$ cat src/hw/cdb_pkg.sv
`default_nettype none

package cdb_pkg;

	//////////////////////////////
	// widths
	//////////////////////////////
	localparam int DATA_W = 32;
	localparam int HALF_W = DATA_W / 2;
	localparam int TAG_W  = 4;

	//////////////////////////////
	// latencies, dispatch to bus
	//////////////////////////////
	localparam int ADD_LAT    = 2;
	localparam int MUL_LAT    = 4;
	// one load cycle, one quotient bit per iteration, one output cycle
	localparam int DIV_ITERS  = DATA_W;
	localparam int DIV_LAT    = DIV_ITERS + 2;
	localparam int SLOT_DEPTH = DIV_LAT;

	typedef logic [DATA_W-1:0]             data_t;
	typedef logic [TAG_W-1:0]              tag_t;
	typedef logic [$clog2(DIV_ITERS)-1:0]  div_cnt_t;
	typedef logic [$clog2(SLOT_DEPTH)-1:0] slot_idx_t;

	typedef enum logic [1:0] {
		OP_ADD,
		OP_SUB,
		OP_MUL,
		OP_DIV
	} op_t;

	// owner of a booked bus slot
	typedef enum logic [1:0] {
		UNIT_ADD_SUB,
		UNIT_MUL,
		UNIT_DIV
	} unit_t;

endpackage

`default_nettype wire
$ cat src/hw/cdb_core.sv
`timescale 1ns/10ps
`default_nettype none

module cdb_core import cdb_pkg::*; (
	input  logic  clk,
	input  logic  arst_n,
	input  logic  in_valid,
	output logic  in_ready,
	input  op_t   in_op,
	input  data_t in_a,
	input  data_t in_b,
	input  tag_t  in_tag,
	output logic  cdb_valid,
	output tag_t  cdb_tag,
	output data_t cdb_data
);
	// dispatch handshake
	logic  disp_valid;
	unit_t disp_unit;
	tag_t  disp_tag;
	logic  disp_ready;

	// operands and start pulses
	op_t   op;
	data_t a;
	data_t b;
	logic  add_start;
	logic  mul_start;
	logic  div_start;

	// unit results
	data_t add_result;
	data_t mul_result;
	data_t div_result;
	logic  div_busy;

	issue_stage u_issue (
		.clk, .arst_n,
		.in_valid, .in_ready, .in_op, .in_a, .in_b, .in_tag,
		.disp_valid, .disp_unit, .disp_tag, .disp_ready,
		.op, .a, .b, .add_start, .mul_start, .div_start
	);

	add_mul_pipe u_add_mul (
		.clk, .arst_n,
		.op, .a, .b, .add_start, .mul_start,
		.add_result, .mul_result
	);

	divider u_div (
		.clk, .arst_n,
		.a, .b, .div_start,
		.div_result, .div_busy
	);

	cdb_arbiter u_arb (
		.clk, .arst_n,
		.disp_valid, .disp_unit, .disp_tag, .disp_ready,
		.div_busy,
		.add_result, .mul_result, .div_result,
		.cdb_valid, .cdb_tag, .cdb_data
	);

endmodule

`default_nettype wire

$ cat src/hw/cdb_arbiter.sv
`timescale 1ns/10ps
`default_nettype none

module cdb_arbiter import cdb_pkg::*; (
	input  logic  clk,
	input  logic  arst_n,
	input  logic  disp_valid,
	input  unit_t disp_unit,
	input  tag_t  disp_tag,
	output logic  disp_ready,
	input  logic  div_busy,
	input  data_t add_result,
	input  data_t mul_result,
	input  data_t div_result,
	output logic  cdb_valid,
	output tag_t  cdb_tag,
	output data_t cdb_data
);
	// reservation chain, slot 0 is the next bus cycle
	logic [SLOT_DEPTH-1:0] slot_valid;
	tag_t                  slot_tag  [SLOT_DEPTH];
	unit_t                 slot_unit [SLOT_DEPTH];

	logic [SLOT_DEPTH-1:0] slot_valid_nxt;
	tag_t                  slot_tag_nxt  [SLOT_DEPTH];
	unit_t                 slot_unit_nxt [SLOT_DEPTH];

	logic      disp_fire;
	slot_idx_t book_idx;
	data_t     bus_data;

	//////////////////////////////
	// dispatch check
	//////////////////////////////
	// slot[lat] shifts into slot[lat-1] on the dispatch edge
	always_comb begin
		case (disp_unit)
			UNIT_ADD_SUB: disp_ready = !slot_valid[ADD_LAT];
			UNIT_MUL:     disp_ready = !slot_valid[MUL_LAT];
			// nothing is ever booked beyond the divide latency
			default:      disp_ready = !div_busy;
		endcase
	end

	assign disp_fire = disp_valid && disp_ready;

	always_comb begin
		case (disp_unit)
			UNIT_ADD_SUB: book_idx = slot_idx_t'(ADD_LAT - 1);
			UNIT_MUL:     book_idx = slot_idx_t'(MUL_LAT - 1);
			default:      book_idx = slot_idx_t'(DIV_LAT - 1);
		endcase
	end

	//////////////////////////////
	// shift and book
	//////////////////////////////
	always_comb begin
		slot_valid_nxt = slot_valid >> 1;
		for (int i = 0; i < SLOT_DEPTH - 1; i++) begin
			slot_tag_nxt[i]  = slot_tag[i+1];
			slot_unit_nxt[i] = slot_unit[i+1];
		end
		slot_tag_nxt[SLOT_DEPTH-1]  = slot_tag[SLOT_DEPTH-1];
		slot_unit_nxt[SLOT_DEPTH-1] = slot_unit[SLOT_DEPTH-1];
		if (disp_fire) begin
			slot_valid_nxt[book_idx] = 1'b1;
			slot_tag_nxt[book_idx]   = disp_tag;
			slot_unit_nxt[book_idx]  = disp_unit;
		end
	end

	// result of the unit that owns slot 0
	always_comb begin
		case (slot_unit[0])
			UNIT_ADD_SUB: bus_data = add_result;
			UNIT_MUL:     bus_data = mul_result;
			default:      bus_data = div_result;
		endcase
	end

	always_ff @(posedge clk or negedge arst_n) begin
		if (!arst_n) begin
			slot_valid <= '0;
			cdb_valid  <= 1'b0;
		end else begin
			slot_valid <= slot_valid_nxt;
			cdb_valid  <= slot_valid[0];
		end
	end

	always_ff @(posedge clk) begin
		slot_tag  <= slot_tag_nxt;
		slot_unit <= slot_unit_nxt;
		cdb_tag   <= slot_tag[0];
		cdb_data  <= bus_data;
	end

endmodule

`default_nettype wire

$ cat src/hw/divider.sv
`timescale 1ns/10ps
`default_nettype none

module divider import cdb_pkg::*; (
	input  logic  clk,
	input  logic  arst_n,
	input  data_t a,
	input  data_t b,
	input  logic  div_start,
	output data_t div_result,
	output logic  div_busy
);
	typedef enum logic [1:0] {
		IDLE,
		LOAD,
		ITER,
		DONE
	} div_state_t;

	div_state_t state;
	div_cnt_t   cnt;

	data_t dividend;
	data_t divisor;
	data_t rem;
	data_t quo;

	logic [DATA_W:0]   rem_shift;
	logic [DATA_W+1:0] diff;
	logic              borrow;

	// trial subtract of the shifted partial remainder
	assign rem_shift = {rem, quo[DATA_W-1]};
	assign diff      = {1'b0, rem_shift} - {2'b00, divisor};
	assign borrow    = diff[DATA_W+1];

	always_ff @(posedge clk or negedge arst_n) begin
		if (!arst_n) begin
			state <= IDLE;
			cnt   <= '0;
		end else begin
			case (state)
				IDLE: begin
					if (div_start) begin
						state <= LOAD;
					end
				end
				LOAD: begin
					cnt   <= '0;
					state <= ITER;
				end
				ITER: begin
					cnt <= cnt + 1'b1;
					if (cnt == div_cnt_t'(DIV_ITERS - 1)) begin
						state <= DONE;
					end
				end
				default: state <= IDLE;
			endcase
		end
	end

	always_ff @(posedge clk) begin
		case (state)
			IDLE: begin
				if (div_start) begin
					dividend <= a;
					divisor  <= b;
				end
			end
			LOAD: begin
				rem <= '0;
				quo <= dividend;
			end
			ITER: begin
				// restore on borrow; zero divisor never borrows, so all ones
				rem <= borrow ? rem_shift[DATA_W-1:0] : diff[DATA_W-1:0];
				quo <= {quo[DATA_W-2:0], !borrow};
			end
			default: ;
		endcase
	end

	assign div_result = quo;
	assign div_busy   = (state != IDLE);

endmodule

`default_nettype wire

$ cat src/hw/add_mul_pipe.sv
`timescale 1ns/10ps
`default_nettype none

module add_mul_pipe import cdb_pkg::*; (
	input  logic  clk,
	input  logic  arst_n,
	input  op_t   op,
	input  data_t a,
	input  data_t b,
	input  logic  add_start,
	input  logic  mul_start,
	output data_t add_result,
	output data_t mul_result
);
	// add/sub stage 1
	data_t add_a;
	data_t add_b;
	logic  add_sub;

	// multiplier stages 1 to 3
	data_t             mul_a;
	data_t             mul_b;
	data_t             pp_lo;
	logic [HALF_W-1:0] pp_hi;
	data_t             mul_sum;

	data_t             prod_lo;
	logic [HALF_W-1:0] prod_hi;

	// only the low half of a reaches the low word through the high partial
	assign prod_lo = mul_a * data_t'(mul_b[HALF_W-1:0]);
	assign prod_hi = mul_a[HALF_W-1:0] * mul_b[DATA_W-1:HALF_W];

	//////////////////////////////
	// add/sub, 2 stages
	//////////////////////////////
	always_ff @(posedge clk or negedge arst_n) begin
		if (!arst_n) begin
			add_a      <= '0;
			add_b      <= '0;
			add_sub    <= 1'b0;
			add_result <= '0;
		end else begin
			if (add_start) begin
				add_a   <= a;
				add_b   <= b;
				add_sub <= (op == OP_SUB);
			end
			add_result <= add_sub ? add_a - add_b : add_a + add_b;
		end
	end

	//////////////////////////////
	// multiply, 4 stages
	//////////////////////////////
	always_ff @(posedge clk or negedge arst_n) begin
		if (!arst_n) begin
			mul_a      <= '0;
			mul_b      <= '0;
			pp_lo      <= '0;
			pp_hi      <= '0;
			mul_sum    <= '0;
			mul_result <= '0;
		end else begin
			if (mul_start) begin
				mul_a <= a;
				mul_b <= b;
			end
			pp_lo      <= prod_lo;
			pp_hi      <= prod_hi;
			mul_sum    <= pp_lo + {pp_hi, {HALF_W{1'b0}}};
			mul_result <= mul_sum;
		end
	end

endmodule

`default_nettype wire

$ cat src/hw/issue_stage.sv
`timescale 1ns/10ps
`default_nettype none

module issue_stage import cdb_pkg::*; (
	input  logic  clk,
	input  logic  arst_n,
	input  logic  in_valid,
	output logic  in_ready,
	input  op_t   in_op,
	input  data_t in_a,
	input  data_t in_b,
	input  tag_t  in_tag,
	output logic  disp_valid,
	output unit_t disp_unit,
	output tag_t  disp_tag,
	input  logic  disp_ready,
	output op_t   op,
	output data_t a,
	output data_t b,
	output logic  add_start,
	output logic  mul_start,
	output logic  div_start
);
	logic full;
	logic accept;
	logic disp_fire;
	tag_t tag_q;

	assign disp_fire = full && disp_ready;
	// entry frees up on the same edge it dispatches
	assign in_ready  = !full || disp_fire;
	assign accept    = in_valid && in_ready;

	always_ff @(posedge clk or negedge arst_n) begin
		if (!arst_n) begin
			full <= 1'b0;
		end else if (accept) begin
			full <= 1'b1;
		end else if (disp_fire) begin
			full <= 1'b0;
		end
	end

	always_ff @(posedge clk) begin
		if (accept) begin
			op    <= in_op;
			a     <= in_a;
			b     <= in_b;
			tag_q <= in_tag;
		end
	end

	// opcode to unit
	always_comb begin
		case (op)
			OP_ADD, OP_SUB: disp_unit = UNIT_ADD_SUB;
			OP_MUL:         disp_unit = UNIT_MUL;
			default:        disp_unit = UNIT_DIV;
		endcase
	end

	assign disp_valid = full;
	assign disp_tag   = tag_q;

	assign add_start = disp_fire && (disp_unit == UNIT_ADD_SUB);
	assign mul_start = disp_fire && (disp_unit == UNIT_MUL);
	assign div_start = disp_fire && (disp_unit == UNIT_DIV);

endmodule

`default_nettype wire

$ cat config.mk
export PLATFORM = sky130hd
export DESIGN_NAME = cdb_core
export DESIGN_NICKNAME = d
export VERILOG_FILES = /design/src/hw/cdb_pkg.sv /design/src/hw/cdb_core.sv /design/src/hw/cdb_arbiter.sv /design/src/hw/divider.sv /design/src/hw/add_mul_pipe.sv /design/src/hw/issue_stage.sv
export SDC_FILE = /design/constraint.sdc
export NUM_CORES = 2
export LEC_CHECK = 0
export BUFFER_PORTS_ARGS = -buffer_cell sky130_fd_sc_hd__buf_2
export CORE_MARGIN = 8
export CORE_UTILIZATION = 60
export DETAILED_ROUTE_END_ITERATION = 16
export PLACE_DENSITY = 0.88
export SLEW_MARGIN = 20
export SYNTH_ARGS = -nofsm -noshare
export SYNTH_HDL_FRONTEND = slang
export SYNTH_SLANG_ARGS = --single-unit
$ cat constraint.sdc
create_clock -name clk -period 8 [get_ports clk]
set_clock_uncertainty 0.1 [all_clocks]
set_input_delay 2 -clock clk [delete_from_list [all_inputs] [get_ports clk]]
set_output_delay 2 -clock clk [all_outputs]
set_load 0.01 [all_outputs]
==> reports/qor.txt <==
Status: complete, no violations
Hold Path Sink: u_arb.slot_tag[73]
Critical R2R Capture: u_add_mul.pp_lo[31]
Register name with the most flops: u_arb.slot_tag
Layout Nets: 4408
Data required time of the worst path: 8.42 ns
Post-synth ARST share: 41.9%
Number of antenna violations at the first check in global routing: 10
Largest family of logic cells by synthesized area: adder cells
Worst r2r src: u_add_mul.mul_b[3]
Crit path time final: 7.15 ns
Commonest cells after routing, fill and taps aside: inv_1, nand2_1, fa_1, dfrtp_1, dfxtp_1
CTS Buf Count: 75
Starting Density: 60.2%
Synth Area in Adders: 24.4%
Die area: 78600 sq um
1st-iter DRT viols: 2794
Avg Synthesized Cell Area: 11.4 sq um
Syn_nets: 4329
HP Class: reg -> reg
CTS H-Tree Depth: 3
Worst-Skew Late Latency: 0.65 ns
Mux cell area share after synthesis: 5.11%
Hold Fails Final Rpt: 0
Port Buffers: 110
Die Wd: 280 um
CP endpoint kind: flip-flop
Distinct cells, synth: 74
# fillers: 4657
Synth-to-layout area growth: 9.84%
Hold Crit Start: u_arb.slot_tag[69]
MaxCap Viol Count: 0
CTS tree: done
R2R cell count: 19
Hold Buf Count CTS: 0
Biggest regs: u_arb.slot_tag: 132 flops, u_arb.slot_unit: 67 flops, u_arb.slot_valid: 34 flops
Most common cell after layout, fill and taps aside: inv_1
CP bufs+invs: 1
Final slew viol count: 0
GRT Total Usage: 26.5%
Post-CTS Setup Inserts: 0
XOR/XNOR Fraction of Synth Area: 3.86%
Largest net degree at the start of global routing: 183
CP delay by family, top: adder cells
WL/cell: 21.5 um
Area fraction of the dominant cell type after synthesis: 18.9%
Setup crit start kind: flip-flop
Clock Sinks: 754
Routed Antenna Nets: 0
Flop-to-flop setup slack: 0.85 ns
DRC violations left: 0
Main synth FF type: dfrtp_1
Clk pin slew, worst setup/hold paths: 0.08 ns
Fin crit share: 89.4%
Post-synth EDFFs: 204
Clock tree buffer depth: 3
Max-slew headroom: 26.7%
Via count of the first global-routing pass: 29200
# resized after CTS: 0
DRT Pass-1 Iters: 6
Total number of vias: 27400
Critical path class: reg -> reg
Area leader, netlist: dfrtp_1
CP max stage delay: 1.06 ns
Crit path arrival time: 7.57 ns
FF+latch count, synth: 754
Worst path most repeated cell: fa_1
Max FFs per register: 132
Detailed Place HPWL: 71900 um
Setup Viol. Count Final: 0
Final WL: 102000 um
Synth area leaders: dfrtp_1, fa_1, edfxtp_1, dfxtp_1, ha_1
Mapped Cells: 3671
Synth Cell Area: 41900 sq um
Synth Area in Compound Gates: 5.65%
Core Area: 69700 sq um
Via density: 5.76
Row count: 97
First-pass GRT wire length: 162000 um
Final TNS setup: 0 ns
Global route overflow: 0
Die Ht: 280 um
Synth warnings: 0
Share of cells above drive strength 1: 11.9%
Ports: 111
CP max-delay cell: dfrtp_1
Slew @ Worst Pin: 1.10 ns
CTS Root Cell: clkbuf_16
RSZ-0062 raised after global routing: no
Worst-path cell chain: nand2_1, fa_1, fa_1, fa_1, fa_1, inv_1, fa_1, fa_1, ha_1, a2111oi_4, nand2_1, o21ai_1, o311a_1, a311oi_1, a41o_1, or4_1, a31o_1, a21oi_2, xnor2_1
Placer Congestion: 0.926
Seq/Total Area, Yosys: 44.6%
Highest clock rate: 0.140 GHz
Hold Path Cell Cnt: 0
Simple-gate area share of the yosys netlist: 10.1%
Critical Path Fanout Max: 30
==> area by class of cell <==
cell class / count / area, sq um / area share [%]
repair buffers: 144 / 861 / 1.87
flip-flops and latches: 754 / 18700 / 40.6
inverters: 546 / 2050 / 4.45
diodes: 4 / 10.0 / 0.0217
clock buffers: 104 / 2140 / 4.64
multi-input cells: 2229 / 20600 / 44.8
well taps: 940 / 1180 / 2.55
clock inverters: 35 / 458 / 0.994
==> stage by stage <==
stage / hold WS, ns / cell area [sq um] / utilization, % / setup WS [ns] / std cells
after floorplan: 0.210 / 41900 / - / 1.56 / 3671
after global placement: 0.209 / 43400 / 62.3 / 1.09 / 4611
after detailed placement: 0.212 / 43400 / 62.3 / 0.983 / 4611
after CTS: 0.222 / 46000 / 66.0 / 0.895 / 4750
after global routing: 0.220 / 46100 / 66.1 / 0.609 / 4753
final: 0.219 / 46100 / 66.1 / 0.845 / 4756
==> logic make-up (layout without fill, tap and decap cells) <==
family / count (synthesis) / count (layout)
multiplexers: 194 / 194
buffers and inverters: 688 / 829
XOR/XNOR: 185 / 185
flip-flops: 754 / 754
adder cells (fa/ha/maj): 585 / 585
AO/OA/AOI/OAI: 366 / 366
other: 0 / 4
AND/OR/NAND/NOR: 899 / 899
==> synth_stat cells (15+ instances only) <==
master and count:
inv_1 546, nand2_1 450, fa_1 387, dfrtp_1 316, dfxtp_1 234, and2_1 214
edfxtp_1 204, ha_1 198, mux2_2 160, xnor2_1 148, clkbuf_1 135, a21oi_1 96
o21ai_0 90, nor2_1 89, xor2_1 37, a21o_1 36, mux2i_1 34, nand3_1 30
nor3_1 24, nor2b_1 20, o21bai_1 20, a21boi_1 16, and3_1 15
==> how the worst max path moves through the flow <==
stage	slack, ns	to	cells after the start	from
floorplan	1.56	u_add_mul.pp_lo[31]	25	u_add_mul.mul_b[7]
global placement	1.09	u_add_mul.pp_lo[31]	19	u_add_mul.mul_b[3]
detailed placement	0.98	u_add_mul.pp_lo[31]	22	u_add_mul.mul_b[5]
CTS	0.89	u_add_mul.pp_lo[31]	19	u_add_mul.mul_a[8]
global route	0.61	u_add_mul.pp_lo[31]	19	u_add_mul.mul_b[3]
finish	0.85	u_add_mul.pp_lo[31]	19	u_add_mul.mul_b[3]
==> worst reg2reg max path, stage by stage, from the launching register on <==
cell and delay (ns):
dfrtp_1 1.06, nand2_1 0.18, fa_1 0.55, fa_1 0.50
fa_1 0.46, fa_1 0.52, inv_1 0.07, fa_1 0.59
fa_1 0.44, ha_1 0.38, a2111oi_4 0.42, nand2_1 0.09
o21ai_1 0.23, o311a_1 0.21, a311oi_1 0.07, a41o_1 0.28
or4_1 0.42, a31o_1 0.23, a21oi_2 0.14, xnor2_1 0.08
==> routing by layer <==
metal,vias up,track usage (%),share of wire [%]
li1,11800,-,-
met1,13700,33.0,37
met2,1519,43.9,48
met3,379,6.09,9.9
met4,6,12.6,5.0
met5,-,0,0.040
Power is left out: the tool's default activity adds up to more than one toggle a clock period on the data nets, which glitch-free logic cannot reach.
